<file path="config.mk">
export PLATFORM = sky130hd
export DESIGN_NAME = cache_control
export DESIGN_NICKNAME = d
export VERILOG_FILES = /design/src/cache_config.svh /design/src/cache_pkg.sv /design/src/cache_control.sv
export SDC_FILE = /design/constraint.sdc
export NUM_CORES = 1
export LEC_CHECK = 0
export BUFFER_PORTS_ARGS = -buffer_cell sky130_fd_sc_hd__buf_4
export CAP_MARGIN = 20
export CELL_PAD_IN_SITES_DETAIL_PLACEMENT = 1
export CELL_PAD_IN_SITES_GLOBAL_PLACEMENT = 1
export CORE_AREA = 10 10 47 49
export DETAILED_ROUTE_END_ITERATION = 12
export DIE_AREA = 0 0 57 59
export MAX_ROUTING_LAYER = met4
export PLACE_DENSITY_LB_ADDON = 0.12
export SLEW_MARGIN = 20
export SYNTH_ARGS = -nofsm -noshare
export SYNTH_HDL_FRONTEND = slang
export SYNTH_SLANG_ARGS = --single-unit
</file>
<file path="constraint.sdc">
create_clock -name clk -period 1.4 [get_ports clk]
set_input_delay 0.42 -clock clk [delete_from_list [all_inputs] [get_ports clk]]
set_output_delay 0.42 -clock clk [all_outputs]
set_load 0.01 [all_outputs]
</file>
<file path="src/cache_config.svh">
`ifndef CACHE_CONFIG_SVH
`define CACHE_CONFIG_SVH

// Byte address width of the requester and memory ports
`define CACHE_ADDR_WIDTH 32

// Address split into tag, set index and byte offset
`define CACHE_OFFSET_BITS 5
`define CACHE_INDEX_BITS 3
`define CACHE_TAG_BITS (`CACHE_ADDR_WIDTH - `CACHE_OFFSET_BITS - `CACHE_INDEX_BITS)

// One line is 32 bytes and moves as a whole
`define CACHE_LINE_BITS 256

// Associativity assumed by the pseudo-LRU tree
`define CACHE_WAYS 4

`endif

</file>
<file path="src/cache_pkg.sv">
`default_nettype none

package cache_pkg;

    // Controller states
    typedef enum logic [1:0] {
        IDLE,
        LOOKUP,
        WRITEBACK,
        FILL
    } cache_state_t;

    // Request held by the controller while it is served
    typedef enum logic [1:0] {
        OP_NONE,
        OP_READ,
        OP_WRITE
    } cache_op_t;

endpackage

`default_nettype wire

</file>
<file path="src/cache_control.sv">
`default_nettype none

module cache_control
    import cache_pkg::*;
(
    input  logic      clk,
    input  logic      reset,
    input  logic      mem_read,
    input  logic      mem_write,
    input  logic      pmem_resp,
    input  logic      hit,
    input  logic      victim_dirty,
    output logic      mem_resp,
    output logic      pmem_read,
    output logic      pmem_write,
    output logic      array_read,
    output logic      ld_wb,
    output logic      load_line,
    output logic      new_dirty,
    output logic      addr_sel,
    output cache_op_t op
);

    cache_state_t state;
    cache_state_t state_next;
    cache_op_t    op_q;
    logic         request;

    assign request = mem_read | mem_write;
    assign op      = op_q;

    always_ff @(posedge clk) begin
        if (reset) begin
            state <= IDLE;
            op_q  <= OP_NONE;
        end else begin
            state <= state_next;
            if (state == IDLE) begin
                if (request) begin
                    op_q <= mem_write ? OP_WRITE : OP_READ;
                end else begin
                    op_q <= OP_NONE;
                end
            end
        end
    end

    always_comb begin
        state_next = state;
        mem_resp   = 1'b0;
        pmem_read  = 1'b0;
        pmem_write = 1'b0;
        array_read = 1'b0;
        ld_wb      = 1'b0;
        load_line  = 1'b0;
        new_dirty  = 1'b0;
        addr_sel   = 1'b0;

        case (state)
            IDLE: begin
                if (request) begin
                    array_read = 1'b1;
                    state_next = LOOKUP;
                end
            end

            LOOKUP: begin
                if (hit) begin
                    // A read hit keeps the line's dirty bit
                    load_line  = 1'b1;
                    new_dirty  = (op_q == OP_WRITE) | victim_dirty;
                    mem_resp   = 1'b1;
                    state_next = IDLE;
                end else begin
                    ld_wb      = 1'b1;
                    state_next = victim_dirty ? WRITEBACK : FILL;
                end
            end

            WRITEBACK: begin
                pmem_write = 1'b1;
                addr_sel   = 1'b1;
                if (pmem_resp) begin
                    state_next = FILL;
                end
            end

            FILL: begin
                pmem_read = 1'b1;
                if (pmem_resp) begin
                    load_line  = 1'b1;
                    new_dirty  = (op_q == OP_WRITE);
                    mem_resp   = 1'b1;
                    state_next = IDLE;
                end
            end

            default: begin
                state_next = IDLE;
            end
        endcase
    end

endmodule

`default_nettype wire

</file>
; ---- Word-level counts from Yosys, hierarchy flattened
; Cells that the tools add are included.
[totals]
ff_bits = 4
input_bits = 7
wordCells = 33
[op_classes]
n_eq_ne = 7
n_mux = 20
bitwise_logic = 2
n_reduce_logical = 2
[op_table]
columns = op, count
row1 = $mux W2, 6
row2 = $mux W1, 11
row3 = $pmux W2 S4, 1
row4 = $eq A2 B2 Y1 const B, 3
row5 = $ne A2 B2 Y1 const B, 3
row6 = $pmux W1 S2, 2
row7 = $reduce_and A3 Y1, 1
row8 = $eq A2 B1 Y1 const B, 1
row9 = $logic_not A2 Y1, 1
row10 = $or A1 B1 Y1, 2

; ---- Longest topological paths before layout
; Gate-level depths: netlist of run 1.
[logic_depth]
depth_word = 4
mapped_depth = 4

; ---- Worst setup path after synthesis of run 1
; Ideal clock, no wire load.
[synth_path]
path_kind = register to output
from = register with a tool-made name
to = output port mem_resp
arrival_ns = 0.953
slack_ns = 0.027
path_stages_with_launch = 5
n_path_buf = 2
path_cell_list = dfxtp_1 > buf_2 > mux2i_1 > nor2b_1 > buf_4
[synth_lines]
columns = item, line_no
row1 = "end, declared", cache_control.sv:13  ; output logic mem_resp,

==> results of run 1 <==
## power by group through the flow
stage / clock network (mW) / logic (mW) / registers (mW)
3_3_place_gp: 0 / 0.160 / 0.142
2_1_floorplan: 0 / 0.0947 / 0.135
4_1_cts: 0.149 / 0.181 / 0.143
5_1_grt: 0.154 / 0.226 / 0.143
6_report: 0.141 / 0.206 / 0.142
3_5_place_dp: 0 / 0.164 / 0.142
## cell usage after synthesis
cell,count
nand2_1,2
o21ai_0,1
and2_4,1
o21ai_1,1
xnor2_1,1
nor2b_1,2
nand2b_1,1
inv_1,1
nor2_1,5
buf_6,1
buf_4,2
mux2i_1,1
nor3_1,1
and2_1,1
a2111oi_4,1
buf_2,1
a21oi_1,3
a211oi_1,1
nand3b_1,2
o22ai_1,1
dfxtp_1,4
## final timing paths
check | from | to | slack [ns] | depth (start not counted)
min reg2reg | op[0] | op[0] | 0.48 | 2
max reg2reg | state[0] | state[0] | 0.22 | 4
min | reset | state[0] | 0.38 | 2
max | flip-flop | new_dirty | -0.09 | 3
## what timing repair did
| action | 4_1_cts | 5_1_grt |
|---|---|---|
| gates cloned | 0 | 0 |
| setup endpoints to repair | 8 | 8 |
| pin swaps | 2 | 0 |
| resized for setup | 8 | 5 |
| hold buffers | 0 | 0 |
| setup buffers | 1 | 3 |
## per-stage QoR
| step | instances | total power [mW] | setup WS (ns) | util (%) |
|---|---|---|---|---|
| after global placement | 67 | 0.302 | 0.0200 | 30.4 |
| after CTS | 71 | 0.473 | -0.120 | 34.2 |
| after floorplan | 34 | 0.230 | 0.0270 | - |
| after detailed placement | 67 | 0.306 | -0.0283 | 30.4 |
| final | 74 | 0.488 | -0.0874 | 37.2 |
| after global routing | 74 | 0.524 | -0.133 | 37.2 |
## cell usage in the layout, fill, tap and decap left out, drive strengths merged
master   Yosys  routed
xnor2        1       1
nor2b        2       2
and2         2       2
nand2b       1       1
buf          4      25
clkbuf       0       3
a211oi       1       1
dfxtp        4       4
mux2i        1       1
nand3b       2       2
nor2         5       5
nor3         1       1
o22ai        1       1
a2111oi      1       1
nand2        2       2
o21ai        2       2
a21oi        3       3
inv          1       1
## area by class of cell
| cell class | instances | area (um^2) | area share, % |
|---|---|---|---|
| clock buffers | 3 | 22.5 | 4.32 |
| inverters | 1 | 3.75 | 0.719 |
| flip-flops and latches | 4 | 87.6 | 16.8 |
| repair buffers | 25 | 203 | 38.8 |
| multi-input cells | 25 | 185 | 35.5 |
| well taps | 16 | 20.0 | 3.84 |
## routing by layer
| layer | wire (um) | track usage [%] | vias up |
|---|---|---|---|
| li1 | - | - | 163 |
| met1 | 455 | 6.62 | 150 |
| met2 | 468 | 9.61 | 16 |
| met3 | 79 | 3.43 | 4 |
| met4 | 25 | 5.03 | 0 |
| met5 | 0 | - | - |
## cell families (layout without fill, tap and decap cells)
group                  count (synthesis)  in the layout  synth area share [%]
AO/OA/AOI/OAI                          8              8                  23.7
XOR/XNOR                               1              1                  3.13
buffers and inverters                  5             29                  12.5
flip-flops                             4              4                  28.6
multiplexers                           1              1                  3.57
AND/OR/NAND/NOR                       15             15                  28.6
## worst max-delay path: stages, from the launching register on
cell     delay, ns
dfxtp_4       0.36
mux2i_2       0.23
o22ai_1       0.10
buf_4         0.15
==> out/results.tsv, run 1 <==
metric	value	unit
Worst VDD drop	0.000412	V
Fmax	672	MHz
drt pass-1 iters	3	
initial core utilization	20.0	%
Vias per Instance	4.50	
worst-margin pin slew	0.299	ns
relative slew slack	80.0	%
first-pass GRT wire length	1630	um
DP Area	427	um^2
switching power of the nets	0.145	mW
synth warn	0	
Clk pin slew, worst setup/hold paths	0.04	ns
CP arrival	1.07	ns
total gr overflow	0	
final instance area	522	um^2
RSZ-0062 raised after global routing	true	
CTS Buf Count	3	
Worst Path Required	0.98	ns
Core ar.	1400	um^2
cell area after synthesis	280	um^2
Seq/Total Area, Yosys	28.6	%
mean post-synth cell area	8.24	um^2
Setup Viol. Count Final	6	
routed length per instance	13.9	um
setup_tns	-0.360	ns
P&R area growth vs syn	86.2	%
final hold viol count	0	
pin count of the biggest net entering global routing	9	
Ports	17	
IO buf count	16	
via count	333	
clock network fraction of total power	28.8	%
ANT nets after route	0	
CTS tree	built	
max_cap viols	0	
antenna violations before repair	0	
final critical-path required period	1.49	ns
Synth Register Bits	4	
clk sinks	4	
syn_nets	41	
Critical Path Source Type	flip-flop	
post-synth top area cell	dfxtp_1	
hold slack	0.378	ns
Internal Pwr Total	0.343	mW
Power per Cell Area	936	nW/um^2
Sw Share	29.7	%
sequential share of power	29.0	%
vias in the first global route	358	
share of cells above drive strength 1	62.1	%
Crit. End Element	output pin	
result of the run	finished, violations left	
initial drt markers	3	
DIE WIDTH	57	um
HP Class	input pin to flip-flop	
Synth Instances	34	
Setup Skew	0.00421	ns
Area contributors post-synth	dfxtp_1 29%, a2111oi_4 9.8%, nor2_1 6.7%	
post-synth top area share	28.6	%
DPL Wire Length	805	um
Final nets	67	
final worst-path cycle share	106	%
die area	3360	um^2
CP max FO	4	
chip height	59	um
Netlist cell types	21	
failing checks	setup timing	
row count	14	
Fill cells	188	
final count of pins violating max slew	0	
Leak Pwr	0.239	nW
post-layout worst setup margin	-0.0874	ns
gr usage total	6.61	%
clock tree buffer depth	2	
Worst-Skew Late Latency	0.24	ns
CTS H-Tree Depth	1	
routability congestion estimate	0.792	
clock root buffer	clkbuf_4	
DRC viols	0	
WS Path Type	flip-flop to output pin	
final WL	1030	um
Comb pwr share	42.2	%
antenna cells	0	
Note: power is estimated with default switching activity, not from simulation.
==> inputs of run 2 (changes only) <==
CTS_BUF_LIST = sky130_fd_sc_hd__clkbuf_8   (was not set)
==> run 2 against run 1 <==
Register-to-register slack about the same. The run still ends with setup timing left. Final cell count down 1.4%. Setup slack better by 0.0033 ns. First-iteration DRC count down 33%. Routed wire length unchanged. Clock-buffer cell count unchanged. Largest power group is now the clock network. Clock power up 76%. Design area up 5.3%. Non-clock buffer count down 1.
==> out/results.tsv, run 2 (synthesis gave the netlist of run 1 again) <==
metric	value	unit	change
result of the run	finished, violations left		unchanged
failing checks	setup timing		unchanged
worst-margin pin slew	0.301	ns	was 0.299 ns
Worst Path Required	0.98	ns	about the same
total power	0.593	mW	was 0.488 mW
clk sinks	4		unchanged
clock tree buffer depth	2		unchanged
final worst-path cycle share	106	%	about the same
Crit-path slowest cell	dfxtp_4		unchanged
routed length per instance	14.1	um	was 13.9 um
relative slew slack	79.9	%	was 80.0%
Setup Viol. Count Final	4		was 6
worst reg-to-reg setup slack	0.21	ns	was 0.22 ns
share of cells above drive strength 1	61.4	%	was 62.1%
DPL Wire Length	805	um	unchanged
gr usage total	7.01	%	was 6.61%
die area	3360	um^2	unchanged
initial drt markers	2		was 3
vias in the first global route	372		was 358
DIE WIDTH	57	um	unchanged
setup_tns	-0.274	ns	was -0.360 ns
Setup Skew	0.00629	ns	was 0.00421 ns
total gr overflow	0		unchanged
Worst VDD drop	0.000457	V	was 0.000412 V
commonest non-fill, non-tap cell in the layout	buf_4		unchanged
Leak Pwr	0.246	nW	was 0.239 nW
final count of pins violating max slew	0		unchanged
first-pass GRT wire length	1670	um	was 1630 um
Core ar.	1400	um^2	unchanged
drt pass-1 iters	4		was 3
final WL	1030	um	unchanged
placed cells	67		unchanged
Crit. End Element	output pin		unchanged
hold_buf cts	0		unchanged
routability congestion estimate	0.792		unchanged
RSZ-0062 raised after global routing	true		unchanged
hold slack	0.393	ns	was 0.378 ns
post-layout worst setup margin	-0.0841	ns	was -0.0874 ns
Fmax	674	MHz	was 672 MHz
Power per Cell Area	1080	nW/um^2	was 936 nW/um^2
CTS H-Tree Depth	1		unchanged
critical-path cell list	mux2i_2, o22ai_1, buf_4		unchanged
pin count of the biggest net entering global routing	9		unchanged
final critical-path required period	1.48	ns	was 1.49 ns
via count	325		was 333
Ports	17		unchanged
max_cap viols	0		unchanged
Final nets	66		was 67
Clk pin slew, worst setup/hold paths	0.03	ns	was 0.04 ns
final cell count without fillers	73		was 74
ANT nets after route	0		unchanged
CP arrival	1.06	ns	was 1.07 ns
Worst-Skew Late Latency	0.22	ns	was 0.24 ns
antenna cells	0		unchanged
Fill cells	182		was 188
DRC viols	0		unchanged
chip height	59	um	unchanged
clock root buffer	clkbuf_8		was clkbuf_4
commonest non-fill, non-tap cells in the layout	17 x buf_4, 7 x buf_6, 5 x nor2_1, 3 x a21oi_1, 3 x clkbuf_8		was 21 x buf_4, 5 x nor2_1, 4 x buf_6, 3 x a21oi_1, 3 x clkbuf_4
row count	14		unchanged
antenna violations before repair	0		unchanged
CTS Buf Count	3		unchanged
max incr delay on CP	0.36	ns	about the same
Critical Path Source Type	flip-flop		unchanged
P&R area growth vs syn	96.0	%	was 86.2%
HP Class	input pin to flip-flop		unchanged
initial core utilization	20.0	%	unchanged
Vias per Instance	4.45		was 4.50
CP max FO	4		unchanged
WS Path Type	flip-flop to output pin		unchanged
CTS tree	built		unchanged
IO buf count	16		unchanged
final hold viol count	0		unchanged
## run 2: cell types whose count changed in the layout (fill, tap and decap cells not counted)
cell,previous run,this run
buf_4,21,17
buf_6,4,7
clkbuf_4,3,0
clkbuf_8,0,3
nor2b_4,0,1
nor2b_2,1,0
## run 2: final timing paths
path / depth (start not counted) / end / startpoint
setup / recovery: 3 / new_dirty / flip-flop
hold / removal: 2 / state[0] / reset
setup reg to reg: 4 / state[0] / state[0]
hold reg to reg: 2 / op[0] / op[0]
## run 2: report_power, final
| part | internal, mW | switching (mW) | leakage, nW | total (mW) |
|---|---|---|---|---|
| Clock | 0.184 | 0.0642 | 0.0216 | 0.248 |
| Combinational | 0.118 | 0.0846 | 0.190 | 0.203 |
| Sequential | 0.127 | 0.0153 | 0.0342 | 0.143 |
## run 2: through the flow
step / setup slack [ns] / utilization [%] / instance area [um^2]
after floorplan: 0.0270 / - / 280
after global placement: 0.0200 / 30.4 / 427
after detailed placement: -0.0283 / 30.4 / 427
after CTS: -0.103 / 36.4 / 510
after global routing: -0.124 / 39.2 / 549
final: -0.0841 / 39.2 / 549
## run 2: layout make-up
| type | count | area [um^2] | area share [%] |
|---|---|---|---|
| well taps | 16 | 20.0 | 3.64 |
| multi-input cells | 25 | 190 | 34.6 |
| clock buffers | 3 | 41.3 | 7.52 |
| repair buffers | 24 | 206 | 37.6 |
| inverters | 1 | 3.75 | 0.683 |
| flip-flops and latches | 4 | 87.6 | 15.9 |
## run 2: metal layers
layer  GRT usage, %  part of all wire (%)  vias to the layer above  wire length, um
met4           6.04                   2.6                        0               27
li1               -                     -                      160                -
met3           4.08                   7.9                        4               81
met1           6.38                    43                      145              440
met5              -                     0                        -                0
met2           10.4                    47                       16              480
## run 2: timing repair
action,in CTS,in global routing
gates resized for setup,11,6
pin swaps,3,1
gates cloned,0,0
hold endpoints to repair,0,0
setup buffers,1,2
setup endpoints to repair,8,8
## run 2: worst max-delay path: cells and delay by family, from the launching register on
kind,cells,cell delay [ns]
mux,1,0.23
buf+inv,1,0.15
compound gates,1,0.10
flops,1,0.36
==> inputs of run 3 (changes only) <==
ABC_AREA = 1   (was not set)
SKIP_LAST_GASP = 1   (was not set)
TNS_END_PERCENT = 30   (was not set)
==> run 3 against run 2 <==
The flow still finishes with violations (setup timing). Fmax rose by 5.0%. Combinational power decreased by 21%. Flip-flop and latch count did not move. Core utilization is 3.5 points lower. Register-to-register slack gained 0.27 ns. Total power is 7.7% lower. Sequential power grew 3%. Clock skew is 0.0054 ns lower. Design area down 8.9%. First-iteration DRC count unchanged. Setup slack improved by 0.071 ns. Highest routed layer unchanged.
==> out/results.tsv, run 3 <==
metric	value	unit	change
result of the run	finished, violations left		unchanged
failing checks	setup timing		unchanged
Worst Path Required	0.98	ns	about the same
Final nets	78		was 66
Core ar.	1400	um^2	unchanged
DPL Wire Length	763	um	was 805 um
Critical Path Source Type	flip-flop		unchanged
cell area after synthesis	269	um^2	was 280 um^2
die area	3360	um^2	unchanged
syn_nets	55		was 41
CP arrival	0.99	ns	was 1.06 ns
reg-to-reg endpoint	state[0]		unchanged
count leader, synth	nand2_1		was nor2_1
relative slew slack	89.3	%	was 79.9%
synth warn	0		unchanged
CTS H-Tree Depth	1		unchanged
DRC viols	0		unchanged
routability congestion estimate	0.778		was 0.792
CTS Buf Count	3		unchanged
final worst-path cycle share	101	%	was 106%
ANT nets after route	0		unchanged
hold_buf cts	0		unchanged
worst reg-to-reg setup slack	0.48	ns	was 0.21 ns
DP Area	409	um^2	was 427 um^2
final WL	932	um	was 1030 um
antenna cells	0		unchanged
Netlist cell types	11		was 21
via count	350		was 325
clock tree buffer depth	2		unchanged
ys async rst share	0	%	unchanged
drt pass-1 iters	4		unchanged
Setup Skew	0.000939	ns	was 0.00629 ns
Setup Viol. Count Final	3		was 4
Crit. End Element	output pin		unchanged
HP Class	input pin to flip-flop		unchanged
post-synth top area cell	dfxtp_1		unchanged
Fmax	707	MHz	was 674 MHz
Worst VDD drop	0.000498	V	was 0.000457 V
RSZ-0062 raised after global routing	true		unchanged
post-layout worst setup margin	-0.0135	ns	was -0.0841 ns
post-synth top area share	29.8	%	was 28.6%
IO buf count	16		unchanged
final instance area	500	um^2	was 549 um^2
antenna violations before repair	0		unchanged
WS Path Type	flip-flop to output pin		unchanged
total power	0.547	mW	was 0.593 mW
share of cells above drive strength 1	53.6	%	was 61.4%
Leak Pwr	0.272	nW	was 0.246 nW
Vias per Instance	4.12		was 4.45
final hold viol count	0		unchanged
cells on worst reg2reg path	5		was 4
final critical-path required period	1.41	ns	was 1.48 ns
chip height	59	um	unchanged
crit path to	ld_wb		was new_dirty
gr usage total	5.79	%	was 7.01%
commonest non-fill, non-tap cells in the layout	19 x buf_4, 9 x nand2_1, 8 x nor2_1, 6 x inv_1		was 17 x buf_4, 7 x buf_6, 5 x nor2_1, 3 x a21oi_1, 3 x clkbuf_8
first-pass GRT wire length	1480	um	was 1670 um
P&R area growth vs syn	86.0	%	was 96.0%
CTS tree	built		unchanged
initial core utilization	19.2	%	was 20.0%
CP max FO	6		was 4
final count of pins violating max slew	0		unchanged
Synth Instances	48		was 34
initial drt markers	2		unchanged
clk sinks	4		unchanged
prevailing post-synth register cell	dfxtp_1		unchanged
Ports	17		unchanged
Synth top cells by count	12 x nand2_1, 10 x nor2_1, 7 x inv_1		was 5 x nor2_1, 4 x dfxtp_1, 3 x a21oi_1
Area contributors post-synth	dfxtp_1 30%, nand2_1 17%, nor2_1 14%		was dfxtp_1 29%, a2111oi_4 9.8%, nor2_1 6.7%
Seq/Total Area, Yosys	29.8	%	was 28.6%
DIE WIDTH	57	um	unchanged
Fill cells	183		was 182
total gr overflow	0		unchanged
worst-margin pin slew	0.160	ns	was 0.301 ns
Clk pin slew, worst setup/hold paths	0.03	ns	about the same
Synth Register Bits	4		unchanged
max_cap viols	0		unchanged
Worst-Skew Late Latency	0.22	ns	about the same
pin count of the biggest net entering global routing	7		was 9
number of flops mapped to enable cells by yosys	0		unchanged
setup_tns	-0.0282	ns	was -0.274 ns
routed length per instance	11.0	um	was 14.1 um
mean post-synth cell area	5.60	um^2	was 8.24 um^2
commonest non-fill, non-tap cell in the layout	buf_4		unchanged
clock root buffer	clkbuf_8		unchanged
vias in the first global route	363		was 372
Power per Cell Area	1090	nW/um^2	was 1080 nW/um^2
row count	14		unchanged
Hold Path Stages	2		unchanged
[run 3: cell count changes after synthesis, moves of 2 or more]
cell,change
nor2_2,+2
nand2_1,+10
nand3b_1,-2
nand3_1,+3
inv_2,+3
inv_1,+6
nor2b_1,-2
nor2_1,+5
[run 3: metrics by stage]
step                hold slack (ns)  std cells  utilization [%]  worst slack, ns
global route                  0.387         85             35.7          -0.0783
floorplan                     0.489         48                -          0.00407
finish                        0.381         85             35.7          -0.0135
CTS                           0.382         84             34.0          -0.0220
detailed placement            0.495         80             29.2          0.00564
global placement              0.500         80             29.2           0.0206
[run 3: worst min path at each step]
stage	from	endpoint	slack, ns
3_5_place_dp	op[1]	op[1]	0.50
5_1_grt	reset	flip-flop	0.39
6_report	reset	flip-flop	0.38
3_3_place_gp	op[1]	op[1]	0.50
4_1_cts	reset	flip-flop	0.38
2_1_floorplan	reset	op[1]	0.49
[run 3: timing repair]
| item | CTS | global route |
|---|---|---|
| pin swaps | 1 | 5 |
| setup endpoints to repair | 7 | 8 |
| resized for setup | 7 | 7 |
| setup buffers | 1 | 1 |
| gates cloned | 0 | 0 |
[run 3: cell type report]
type                    count  area, um^2  area share [%]
repair buffers             20         154            30.8
inverters                  10        40.0            8.00
clock buffers               3        41.3            8.25
multi-input cells          32         158            31.5
well taps                  16        20.0            4.00
flip-flops and latches      4        87.6            17.5
[run 3: routing by layer]
metal | global-route usage, % | up-vias | wire (um)
met3 | 2.58 | 3 | 69
met5 | - | - | 0
met4 | 5.03 | 0 | 34
li1 | - | 184 | -
met2 | 7.91 | 15 | 387
met1 | 6.23 | 148 | 440
[run 3: power breakdown]
part	total, mW	internal (mW)	switching [mW]
logic	0.160	0.0803	0.0796
clock network	0.239	0.183	0.0564
registers	0.148	0.128	0.0201
[run 3: critical path, stage by stage, from the launching register on]
cell	delay, ns
dfxtp_4	0.36
inv_2	0.09
nand2_1	0.08
nor2_2	0.11
buf_4	0.13
[run 3: logic make-up (layout without fill, tap and decap cells)]
family / after synthesis / count (layout) / synth area share (%)
buffers and inverters: 12 / 33 / 19.5
AOI/OAI and AO/OA: 4 / 4 / 7.44
DFF: 4 / 4 / 29.8
and+or+nand+nor: 28 / 28 / 43.3
